`src/hw/ex_pkg.sv`:
```
package ex_pkg;

    localparam int XLEN       = 64;
    localparam int REG_ADDR_W = 5;

    localparam logic [XLEN-1:0] RESET_PC = 64'h8000_0000;  // first fetch address

    // anything outside this list is reported as illegal
    typedef enum logic [4:0] {
        ALU_ADD   = 5'h00,
        ALU_SUB   = 5'h01,
        ALU_AND   = 5'h02,
        ALU_OR    = 5'h03,
        ALU_XOR   = 5'h04,
        ALU_SLL   = 5'h05,
        ALU_SRL   = 5'h06,
        ALU_SRA   = 5'h07,
        ALU_SLT   = 5'h08,
        ALU_SLTU  = 5'h09,
        ALU_PASSB = 5'h0a,  // lui style pass-through
        ALU_ADDW  = 5'h10,
        ALU_SUBW  = 5'h11,
        ALU_SLLW  = 5'h12,
        ALU_SRLW  = 5'h13,
        ALU_SRAW  = 5'h14
    } alu_op_e;

    typedef struct packed {
        logic [XLEN-1:0]       pc;
        alu_op_e               alu_op;
        logic [XLEN-1:0]       alu_src1;    // also the store base
        logic [XLEN-1:0]       alu_src2;
        logic [31:0]           s_imm;       // store offset
        logic [XLEN-1:0]       store_data;
        logic                  reg_wen;
        logic [REG_ADDR_W-1:0] reg_waddr;
        logic                  s_flag;      // store
        logic [1:0]            wmask_len;   // 0:1B 1:2B 2:4B 3:8B
        logic                  link;        // jal/jalr write pc+4
        logic                  word_op;     // 32-bit result, sign extended
        logic                  ebreak;
    } uop_t;

    typedef struct packed {
        logic [XLEN-1:0]       pc;
        logic [XLEN-1:0]       wdata;
        logic                  reg_wen;
        logic [REG_ADDR_W-1:0] reg_waddr;
        logic                  st_en;
        logic [XLEN-1:0]       st_addr;
        logic [XLEN-1:0]       st_data;     // already lane aligned
        logic [7:0]            st_strb;
        logic                  halt;
        logic                  illegal;
        logic                  misaligned;
    } ex_res_t;

endpackage

```
`src/hw/pipe_reg.sv`:
```
`timescale 1ns/1ns

module pipe_reg #(
    parameter type      payload_t = logic,
    parameter payload_t RESET_VAL = '0
) (
    input  logic     clk,
    input  logic     rst_n,
    input  logic     valid_i,
    input  payload_t data_i,
    output logic     valid_o,
    output payload_t data_o
);

    // no stall or flush, the stage advances every cycle
    always_ff @(posedge clk or negedge rst_n) begin
        if (!rst_n) begin
            valid_o <= 1'b0;
            data_o  <= RESET_VAL;
        end else begin
            valid_o <= valid_i;
            data_o  <= data_i;       // loads even on a bubble
        end
    end

    // an X on valid would leak into every downstream enable
    a_valid_known : assert property (
        @(posedge clk) disable iff (!rst_n)
        !$isunknown(valid_o)
    ) else $error("pipe_reg: valid_o is unknown");

endmodule

```
`src/hw/alu_unit.sv`:
```
`timescale 1ns/1ns

module alu_unit #(
    parameter int XLEN_P = 64
) (
    input  ex_pkg::alu_op_e    op_i,
    input  logic [XLEN_P-1:0]  src1_i,
    input  logic [XLEN_P-1:0]  src2_i,
    output logic [XLEN_P-1:0]  result_o,
    output logic               illegal_o
);

    localparam int SHW = $clog2(XLEN_P);

    logic [SHW-1:0] shamt;
    logic [4:0]     shamt_w;
    logic [31:0]    w_res;           // word form result before extension
    logic           is_word;

    assign shamt   = src2_i[SHW-1:0];
    assign shamt_w = src2_i[4:0];    // word shifts use 5 bits only

    always_comb begin
        result_o  = '0;
        w_res     = '0;
        is_word   = 1'b0;
        illegal_o = 1'b0;
        case (op_i)
            ex_pkg::ALU_ADD:   result_o = src1_i + src2_i;
            ex_pkg::ALU_SUB:   result_o = src1_i - src2_i;
            ex_pkg::ALU_AND:   result_o = src1_i & src2_i;
            ex_pkg::ALU_OR:    result_o = src1_i | src2_i;
            ex_pkg::ALU_XOR:   result_o = src1_i ^ src2_i;
            ex_pkg::ALU_SLL:   result_o = src1_i << shamt;
            ex_pkg::ALU_SRL:   result_o = src1_i >> shamt;
            ex_pkg::ALU_SRA:   result_o = XLEN_P'($signed(src1_i) >>> shamt);
            ex_pkg::ALU_SLT:   result_o = XLEN_P'($signed(src1_i) < $signed(src2_i));
            ex_pkg::ALU_SLTU:  result_o = XLEN_P'(src1_i < src2_i);
            ex_pkg::ALU_PASSB: result_o = src2_i;
            ex_pkg::ALU_ADDW: begin
                w_res   = src1_i[31:0] + src2_i[31:0];
                is_word = 1'b1;
            end
            ex_pkg::ALU_SUBW: begin
                w_res   = src1_i[31:0] - src2_i[31:0];
                is_word = 1'b1;
            end
            ex_pkg::ALU_SLLW: begin
                w_res   = src1_i[31:0] << shamt_w;
                is_word = 1'b1;
            end
            ex_pkg::ALU_SRLW: begin
                w_res   = src1_i[31:0] >> shamt_w;
                is_word = 1'b1;
            end
            ex_pkg::ALU_SRAW: begin
                w_res   = 32'($signed(src1_i[31:0]) >>> shamt_w);
                is_word = 1'b1;
            end
            default: begin
                illegal_o = 1'b1;    // result stays zero
            end
        endcase
        if (is_word) begin
            result_o = {{(XLEN_P-32){w_res[31]}}, w_res};
        end
    end

endmodule

```
`src/hw/store_unit.sv`:
```
`timescale 1ns/1ns

module store_unit (
    input  ex_pkg::uop_t uop_i,
    output logic [63:0]  st_addr_o,
    output logic [63:0]  st_data_o,
    output logic [7:0]   st_strb_o,
    output logic         misaligned_o
);

    logic [63:0] offset;
    logic [2:0]  lane;           // byte position inside the doubleword
    logic [7:0]  base_strb;
    logic [2:0]  size_mask;      // low address bits that must be zero

    assign offset    = {{32{uop_i.s_imm[31]}}, uop_i.s_imm};
    assign st_addr_o = uop_i.alu_src1 + offset;
    assign lane      = st_addr_o[2:0];

    always_comb begin
        case (uop_i.wmask_len)
            2'd0: begin
                base_strb = 8'h01;   // sb
                size_mask = 3'b000;
            end
            2'd1: begin
                base_strb = 8'h03;   // sh
                size_mask = 3'b001;
            end
            2'd2: begin
                base_strb = 8'h0f;   // sw
                size_mask = 3'b011;
            end
            default: begin
                base_strb = 8'hff;   // sd
                size_mask = 3'b111;
            end
        endcase
    end

    assign misaligned_o = uop_i.s_flag && ((lane & size_mask) != 3'b000);

    // aligned accesses never cross the doubleword, so no bits fall off
    assign st_strb_o = (uop_i.s_flag && !misaligned_o) ? (base_strb << lane) : 8'h00;
    assign st_data_o = uop_i.store_data << {lane, 3'b000};

    // non-store micro-ops must not touch memory lanes
    always_comb begin
        assert (uop_i.s_flag || st_strb_o == 8'h00)
            else $error("store_unit: strobe set without s_flag");
    end

endmodule

```
`src/hw/ex_result_sel.sv`:
```
`timescale 1ns/1ns

module ex_result_sel (
    input  ex_pkg::uop_t                uop_i,
    input  logic                        valid_i,
    input  logic [ex_pkg::XLEN-1:0]     alu_result_i,
    input  logic                        alu_illegal_i,
    input  logic [63:0]                 st_addr_i,
    input  logic [63:0]                 st_data_i,
    input  logic [7:0]                  st_strb_i,
    input  logic                        st_misaligned_i,
    output ex_pkg::ex_res_t             res_o
);

    logic [ex_pkg::XLEN-1:0] link_val;
    logic [ex_pkg::XLEN-1:0] alu_val;
    logic                    illegal;
    logic                    misaligned;

    assign link_val   = uop_i.pc + 64'd4;
    assign illegal    = valid_i && alu_illegal_i;
    assign misaligned = valid_i && uop_i.s_flag && st_misaligned_i;

    // word micro-ops keep only the low half, sign extended
    assign alu_val = uop_i.word_op ?
                     {{(ex_pkg::XLEN-32){alu_result_i[31]}}, alu_result_i[31:0]} :
                     alu_result_i;

    always_comb begin
        res_o            = '0;
        res_o.pc         = uop_i.pc;
        res_o.wdata      = uop_i.link ? link_val : alu_val;
        res_o.reg_waddr  = uop_i.reg_waddr;
        res_o.reg_wen    = valid_i && uop_i.reg_wen && !uop_i.s_flag && !illegal
                           && (uop_i.reg_waddr != '0);     // x0 is hardwired
        res_o.st_en      = valid_i && uop_i.s_flag && !misaligned;
        res_o.st_addr    = st_addr_i;
        res_o.st_data    = st_data_i;
        res_o.st_strb    = res_o.st_en ? st_strb_i : 8'h00;
        res_o.halt       = valid_i && uop_i.ebreak;
        res_o.illegal    = illegal;
        res_o.misaligned = misaligned;
    end

    // a micro-op is either a register write or a store, never both
    always_comb begin
        assert (!(res_o.st_en && res_o.reg_wen))
            else $error("ex_result_sel: store and register write together");
    end

endmodule

```
`src/hw/ex_stage_top.sv`:
```
`timescale 1ns/1ns

module ex_stage_top #(
    parameter int XLEN_P = 64
) (
    input  logic                            clk,
    input  logic                            rst_n,
    input  ex_pkg::uop_t                    uop_i,
    input  logic                            uop_valid_i,
    output logic                            wb_valid_o,
    output logic                            wb_we_o,
    output logic [ex_pkg::REG_ADDR_W-1:0]   wb_addr_o,
    output logic [XLEN_P-1:0]               wb_data_o,
    output logic                            st_en_o,
    output logic [63:0]                     st_addr_o,
    output logic [63:0]                     st_data_o,
    output logic [7:0]                      st_strb_o,
    output logic                            halt_o,
    output logic                            illegal_o,
    output logic                            misaligned_o
);

    localparam ex_pkg::uop_t UOP_RST = '{
        pc:      ex_pkg::RESET_PC,
        alu_op:  ex_pkg::ALU_ADD,
        default: '0
    };
    localparam ex_pkg::ex_res_t RES_RST = '{pc: ex_pkg::RESET_PC, default: '0};

    // uop_t and ex_res_t are sized by the package width
    if (XLEN_P != ex_pkg::XLEN) begin : g_width_check
        $error("ex_stage_top: XLEN_P must equal ex_pkg::XLEN");
    end

    ex_pkg::uop_t    ex_uop;
    logic            ex_valid;
    logic [XLEN_P-1:0] alu_result;
    logic            alu_illegal;
    logic [63:0]     st_addr;
    logic [63:0]     st_data;
    logic [7:0]      st_strb;
    logic            st_misaligned;
    ex_pkg::ex_res_t ex_res;
    ex_pkg::ex_res_t wb_res;
    logic            wb_valid;

    pipe_reg #(.payload_t(ex_pkg::uop_t), .RESET_VAL(UOP_RST)) i_id_ex (
        .clk     (clk),
        .rst_n   (rst_n),
        .valid_i (uop_valid_i),
        .data_i  (uop_i),
        .valid_o (ex_valid),
        .data_o  (ex_uop)
    );

    alu_unit #(.XLEN_P(XLEN_P)) i_alu (
        .op_i      (ex_uop.alu_op),
        .src1_i    (ex_uop.alu_src1),
        .src2_i    (ex_uop.alu_src2),
        .result_o  (alu_result),
        .illegal_o (alu_illegal)
    );

    store_unit i_store (
        .uop_i        (ex_uop),
        .st_addr_o    (st_addr),
        .st_data_o    (st_data),
        .st_strb_o    (st_strb),
        .misaligned_o (st_misaligned)
    );

    ex_result_sel i_sel (
        .uop_i           (ex_uop),
        .valid_i         (ex_valid),
        .alu_result_i    (alu_result),
        .alu_illegal_i   (alu_illegal),
        .st_addr_i       (st_addr),
        .st_data_i       (st_data),
        .st_strb_i       (st_strb),
        .st_misaligned_i (st_misaligned),
        .res_o           (ex_res)
    );

    pipe_reg #(.payload_t(ex_pkg::ex_res_t), .RESET_VAL(RES_RST)) i_ex_wb (
        .clk     (clk),
        .rst_n   (rst_n),
        .valid_i (ex_valid),
        .data_i  (ex_res),
        .valid_o (wb_valid),
        .data_o  (wb_res)
    );

    assign wb_valid_o   = wb_valid;
    assign wb_we_o      = wb_valid && wb_res.reg_wen;
    assign wb_addr_o    = wb_valid ? wb_res.reg_waddr : '0;
    assign wb_data_o    = wb_valid ? wb_res.wdata : '0;
    assign st_en_o      = wb_valid && wb_res.st_en;
    assign st_addr_o    = wb_valid ? wb_res.st_addr : '0;
    assign st_data_o    = wb_valid ? wb_res.st_data : '0;
    assign st_strb_o    = wb_valid ? wb_res.st_strb : '0;
    assign halt_o       = wb_valid && wb_res.halt;
    assign illegal_o    = wb_valid && wb_res.illegal;
    assign misaligned_o = wb_valid && wb_res.misaligned;

endmodule

```
`config.mk`:
```
export PLATFORM = sky130hd
export DESIGN_NAME = ex_stage_top
export DESIGN_NICKNAME = d
export VERILOG_FILES = /design/src/hw/ex_pkg.sv /design/src/hw/pipe_reg.sv /design/src/hw/alu_unit.sv /design/src/hw/store_unit.sv /design/src/hw/ex_result_sel.sv /design/src/hw/ex_stage_top.sv
export SDC_FILE = /design/constraint.sdc
export NUM_CORES = 2
export LEC_CHECK = 0
export BUFFER_PORTS_ARGS = -buffer_cell sky130_fd_sc_hd__buf_4
export CORE_MARGIN = 5
export CORE_UTILIZATION = 55
export DETAILED_ROUTE_END_ITERATION = 6
export PLACE_DENSITY_LB_ADDON = 0.25
export SLEW_MARGIN = 5
export SYNTH_ARGS = -nofsm -noshare
export SYNTH_HDL_FRONTEND = slang
export SYNTH_HIERARCHICAL = 1
export SYNTH_SLANG_ARGS = --single-unit
```
`constraint.sdc`:
```
create_clock -name clk -period 6.2 [get_ports clk]
set_input_delay 0.93 -clock clk [delete_from_list [all_inputs] [get_ports clk]]
set_output_delay 0.93 -clock clk [all_outputs]
set_load 0.02 [all_outputs]
```
======== After elaboration in Yosys (flattened, before gate mapping) ========
Cells that the tools add are included.
word-level totals
  register bits after elaboration ......... 517
  input bits .............................. 308
  output and inout bits ................... 211
  logic and storage cells ................. 104
cells by class
  add/sub/neg operators ................... 6
  magnitude comparators ................... 2
  equality and inequality tests ........... 17
  shifts and indexed selects .............. 8
  multiplexer cells ....................... 16
  bitwise operators ....................... 4
  reduce and logical (&&, ||, !) cells .... 26
operator list
  cell                                                  count
  case mux 64 bit (11 select lines)                     1
  two-way mux 64 bit                                    6
  case mux 32 bit (5 select lines)                      1
  adder 64 bit                                          2
  less-than comparator 64 bit                           2
  << shifter 64 x 6 -> 64 bit                           2
  adder 64 x 3 -> 64 bit (second input constant)        1
  AND 64 bit                                            1
  OR 64 bit                                             1
  >> shifter 64 x 6 -> 64 bit                           1
  >>> shifter 64 x 6 -> 64 bit                          1
  subtractor 64 bit                                     1
  XOR 64 bit                                            1
  adder 32 bit                                          1
  << shifter 32 x 5 -> 32 bit                           1
  >> shifter 32 x 5 -> 32 bit                           1
  >>> shifter 32 x 5 -> 32 bit                          1
  subtractor 32 bit                                     1
  equality test 5 bit (second input constant)           5
  two-way mux 8 bit                                     3
  case mux 8 bit (3 select lines)                       1
  equality test 5 x 3 -> 1 bit (second input constant)  4
  logical AND 1 bit                                     16
  OR reduction 16 bit                                   1
  other kinds (16)                                      23

======== Logic depth before layout (Yosys ltp) ========
  depth after elaboration ................. 9
  gate-level depth with buffers ........... 30

======== Cells and area by module ========
Netlist, hierarchy kept.
modules (own cells, without submodules)
  module              instances  cells an instance  area an instance (um^2)
  alu_unit            1          3519               22979.5
  pipe_reg (i_id_ex)  1          306                7658.6
  pipe_reg (i_ex_wb)  1          275                6882.9
  store_unit          1          881                5878.1
  ex_result_sel       1          585                3804.9
  ex_stage_top        1          233                1450.1

======== Worst setup path before layout ========
No wires, ideal clock.
  path type ............................... reg2reg
  start ................................... reg i_id_ex/data_o[109] in the netlist's numbering
  end ..................................... reg i_ex_wb/data_o[179] in the netlist's numbering
  library setup time ...................... 0.141 ns
  arrival ................................. 5.954 ns
  path slack .............................. 0.105 ns
  cell stages (with the launch flop) ...... 27
  period minus slack after synthesis ...... 6.095 ns
  cells stage by stage .................... dfrtp_1 -> buf_4 -> inv_2 -> clkbuf_1 -> clkbuf_1 -> ha_1 -> nand4_1 -> nor2_1 -> nand3_1 -> nor2_1 -> a41oi_1 -> xnor2_1 -> ha_1 -> nand4_1 -> or4_1 -> o31ai_1 -> xnor2_1 -> nor2_1 -> a211o_1 -> buf_2 -> nor3_1 -> o21ai_0 -> nand2_1 -> nand2_1 -> dlygate4sd3_1 -> a21oi_1 -> a31oi_1
RTL lines
  what                    line            RTL
  from (decl)             pipe_reg.sv:12  output payload_t data_o
  from (signal assigned)  pipe_reg.sv:22  data_o <= data_i;
  to (signal assigned)    pipe_reg.sv:22
  to (decl)               pipe_reg.sv:12

==> flow_summary_export.csv <==
group,metric,value,unit
status,outcome,"complete, but fails checks",
status,violations,"design-rule violations",
sta,tightest_slew,1440,ps
drt,wl_per_cell,32.6,um
floorplanning,rows,106,
clock_network,post_cts_buffers,0,
place,dp_cells,6971,
sta,fin_crit_sh,95.6,%
worst_setup_path,max_stage_delay,610,ps
synth,syn-instance-count,5671,
grt,grt_pass1_vias,48600,
cells_and_area,syn2layout_area_growth,12.8,%
worst_setup_path,crit_path_end_kind,"register",
place,dp_hpwl,175000,um
clock_network,h-tree-depth,2,
drt,firstDrtPassIters,7,
grt,antenna_found_initial,16,
worst_hold_path,hold_path.class,"input pin to async pin",
clock_network,cts-root-buf,"clkbuf_16",
worst_setup_path,rrSetupSlack,270,ps
sta,fmax,169,MHz
power,combPwrFrac,36.9,%
sta,hold_violations,0,
run,drv_cap,0,
sta,holdWs,336,ps
clock_network,cts_resized,0,
drt,vias,50100,
worst_setup_path,worstPathCellList,"buf_4, nor3_1, nand2_1, nor2_1, mux2i_1, ha_1, nor2b_1, o21a_1, o21ai_1, a21oi_1, a2111oi_2, o31ai_1, xnor2_1, nor2_1, a211o_1, nor3_1, o21ai_0, nand2_1, nand2_1, buf_4, a21oi_1, o21ba_2",
sta,skew,40.7,ps
place,place_congestion,1.15,
power,leakage,23.3,nW
cells_and_area,drive_gt1_share,16.9,%
worst_setup_path,startpoint,"i_id_ex/data_o[237]$_DFF_PN0_",
floorplanning,die_area,0.0906,mm2
floorplanning,die_x,301,um
clock_network,cts_buffers,53,
power,net-switching-power,4.56,mW
clock_network,cts_tree,"built",
cells_and_area,final_nets,6493,
sta,setup_violations,0,
synth,yosysWarnings,6,
sta,post-route-min-period,5930,ps
grt,grt_pass1_wl,330000,um
worst_setup_path,critical_path.top_delay_family,"compound AO/OA/AOI/OAI gates",
synth,syn_avg_cell_area,8.21,um2
power,total_power,11.9,mW
cells_and_area,finalNonFillerCells,7077,
sta,timing.final.ws_setup,274,ps
floorplanning,start_util,55.6,%
clock_network,clkLatencyLatePin,670,ps
worst_setup_path,startpoint_type,"register",
clock_network,clock-sinks,517,
worst_setup_path,cp.depth,22,
drt,drtIter0Drc,7706,
sta,fin_setup_tns,0,ps
worst_setup_path,required,6750,ps
power,swShare,38.4,%
floorplanning,die_y,301,um
synth,netlist_area,0.0466,mm2
worst_setup_path,cpMostUsedCell,"nand2_1",
place,post_dp_cell_area,0.0506,mm2
worst_setup_path,path_buf_inv,2,
drt,drc_errors,10,
grt,grt_max_degree,168,
floorplanning,io_pins,519,
worst_setup_path,crit_type,"register to register",
drt,vias_per_cell,7.09,
clock_network,ctsLongestPathBuffers,3,
grt,grt.overflow.total,0,
drt,antenna_left,0,
place,dp_slack,539,ps
sta,rsz0062_at_grt,"false",
synth,synthesis.nets,6271,
worst_setup_path,critPathCapture,"i_ex_wb/data_o[189]$_DFF_PN0_",
cells_and_area,n_fill_cell,7076,
clock_network,clk_pin_slew_worst_paths,70,ps
sta,slew_violations,0,
cells_and_area,design_area,0.0525,mm2
worst_setup_path,cp.arrival,6480,ps
worst_setup_path,r2r_cells,22,
worst_setup_path,slowest_stage,"a2111oi_2",
drt,wl,230000,um
grt,grt_usage,48.7,%
power,vdd_drop_max,0.285,mV
power,seq_power_share,33.2,%
clock_network,postCtsHoldBufs,0,
worst_setup_path,crit_fanout,12,
place,io_buffers,518,
worst_setup_path,rr_endpoint,"i_ex_wb/data_o[189]$_DFF_PN0_",
power,power.density,226,mW/mm2
sta,slew-limit-headroom,3.06,%
power,internal_power,7.31,mW
power,p_clk_share,29.9,%
cells_and_area,fin_util,62.7,%
floorplanning,design.core.area,0.0838,mm2
worst_setup_path,r2r_start,"i_id_ex/data_o[237]$_DFF_PN0_",
==> power by group through the flow <==
stage | Sequential [mW] | Clock, mW | Combinational [mW]
after floorplan | 3.87 | 0 | 2.76
final | 3.94 | 3.55 | 4.38
after CTS | 3.92 | 3.58 | 4.18
after global placement | 3.95 | 0 | 4.06
after detailed placement | 3.97 | 0 | 4.11
after global routing | 3.95 | 3.73 | 4.54
==> sequential cells by signal, summed over array words and instances (netlist names) <==
name / cells
i_ex_wb/data_o: 210
i_ex_wb/valid_o: 1
i_id_ex/valid_o: 1
i_id_ex/data_o: 305
==> worst min-delay path by stage <==
stage / from / end / slack, ps / cells past startpoint
after floorplan: i_id_ex/valid_o$_DFF_PN0_ / i_ex_wb/valid_o$_DFF_PN0_ / 410 / 0
after global placement: i_id_ex/data_o[7]$_DFF_PN0_ / i_ex_wb/data_o[141]$_DFF_PN0_ / 360 / 0
after detailed placement: i_id_ex/data_o[8]$_DFF_PN0_ / i_ex_wb/data_o[142]$_DFF_PN0_ / 380 / 0
after CTS: rst_n / i_ex_wb/data_o[44]$_DFF_PN0_ / 340 / 1
after global routing: uop_i[69] / i_id_ex/data_o[69]$_DFF_PN0_ / 350 / 1
final: rst_n / i_ex_wb/data_o[44]$_DFF_PN0_ / 340 / 1
==> layout by cell type (no fill, tap or decap), types with 66 or more instances in the layout <==
cell type	instances
xnor2_1	149
o21ai_0	349
nand3_1	132
and2_1	233
ha_1	287
inv_1	242
buf_4	669
nand2_1	495
mux4_2	100
a21o_1	91
nor3_1	105
a31oi_1	74
mux2i_1	177
nor2_1	550
dfrtp_1	507
o31ai_1	66
nand4_1	73
a21oi_1	546
==> area by class of cell <==
class / instances / area (um2) / share of cell area, %
Antenna cell: 9 / 22.5 / 0.0429
Sequential cell: 517 / 13000 / 24.7
Timing Repair Buffer: 677 / 5160 / 9.83
Clock inverter: 22 / 418 / 0.796
Inverter: 249 / 937 / 1.78
Multi-Input combinational cell: 4395 / 30100 / 57.3
Tap cell: 1134 / 1420 / 2.70
Clock buffer: 74 / 1520 / 2.88
==> metal layers <==
layer	vias to the layer above	wire [um]	GRT usage (%)
li1	20900	-	-
met2	4330	97100	73.4
met1	23800	79300	58.4
met4	8	25200	39.4
met3	1190	28700	13.2
met5	-	46	0
Power figures use the tool's default switching activity.
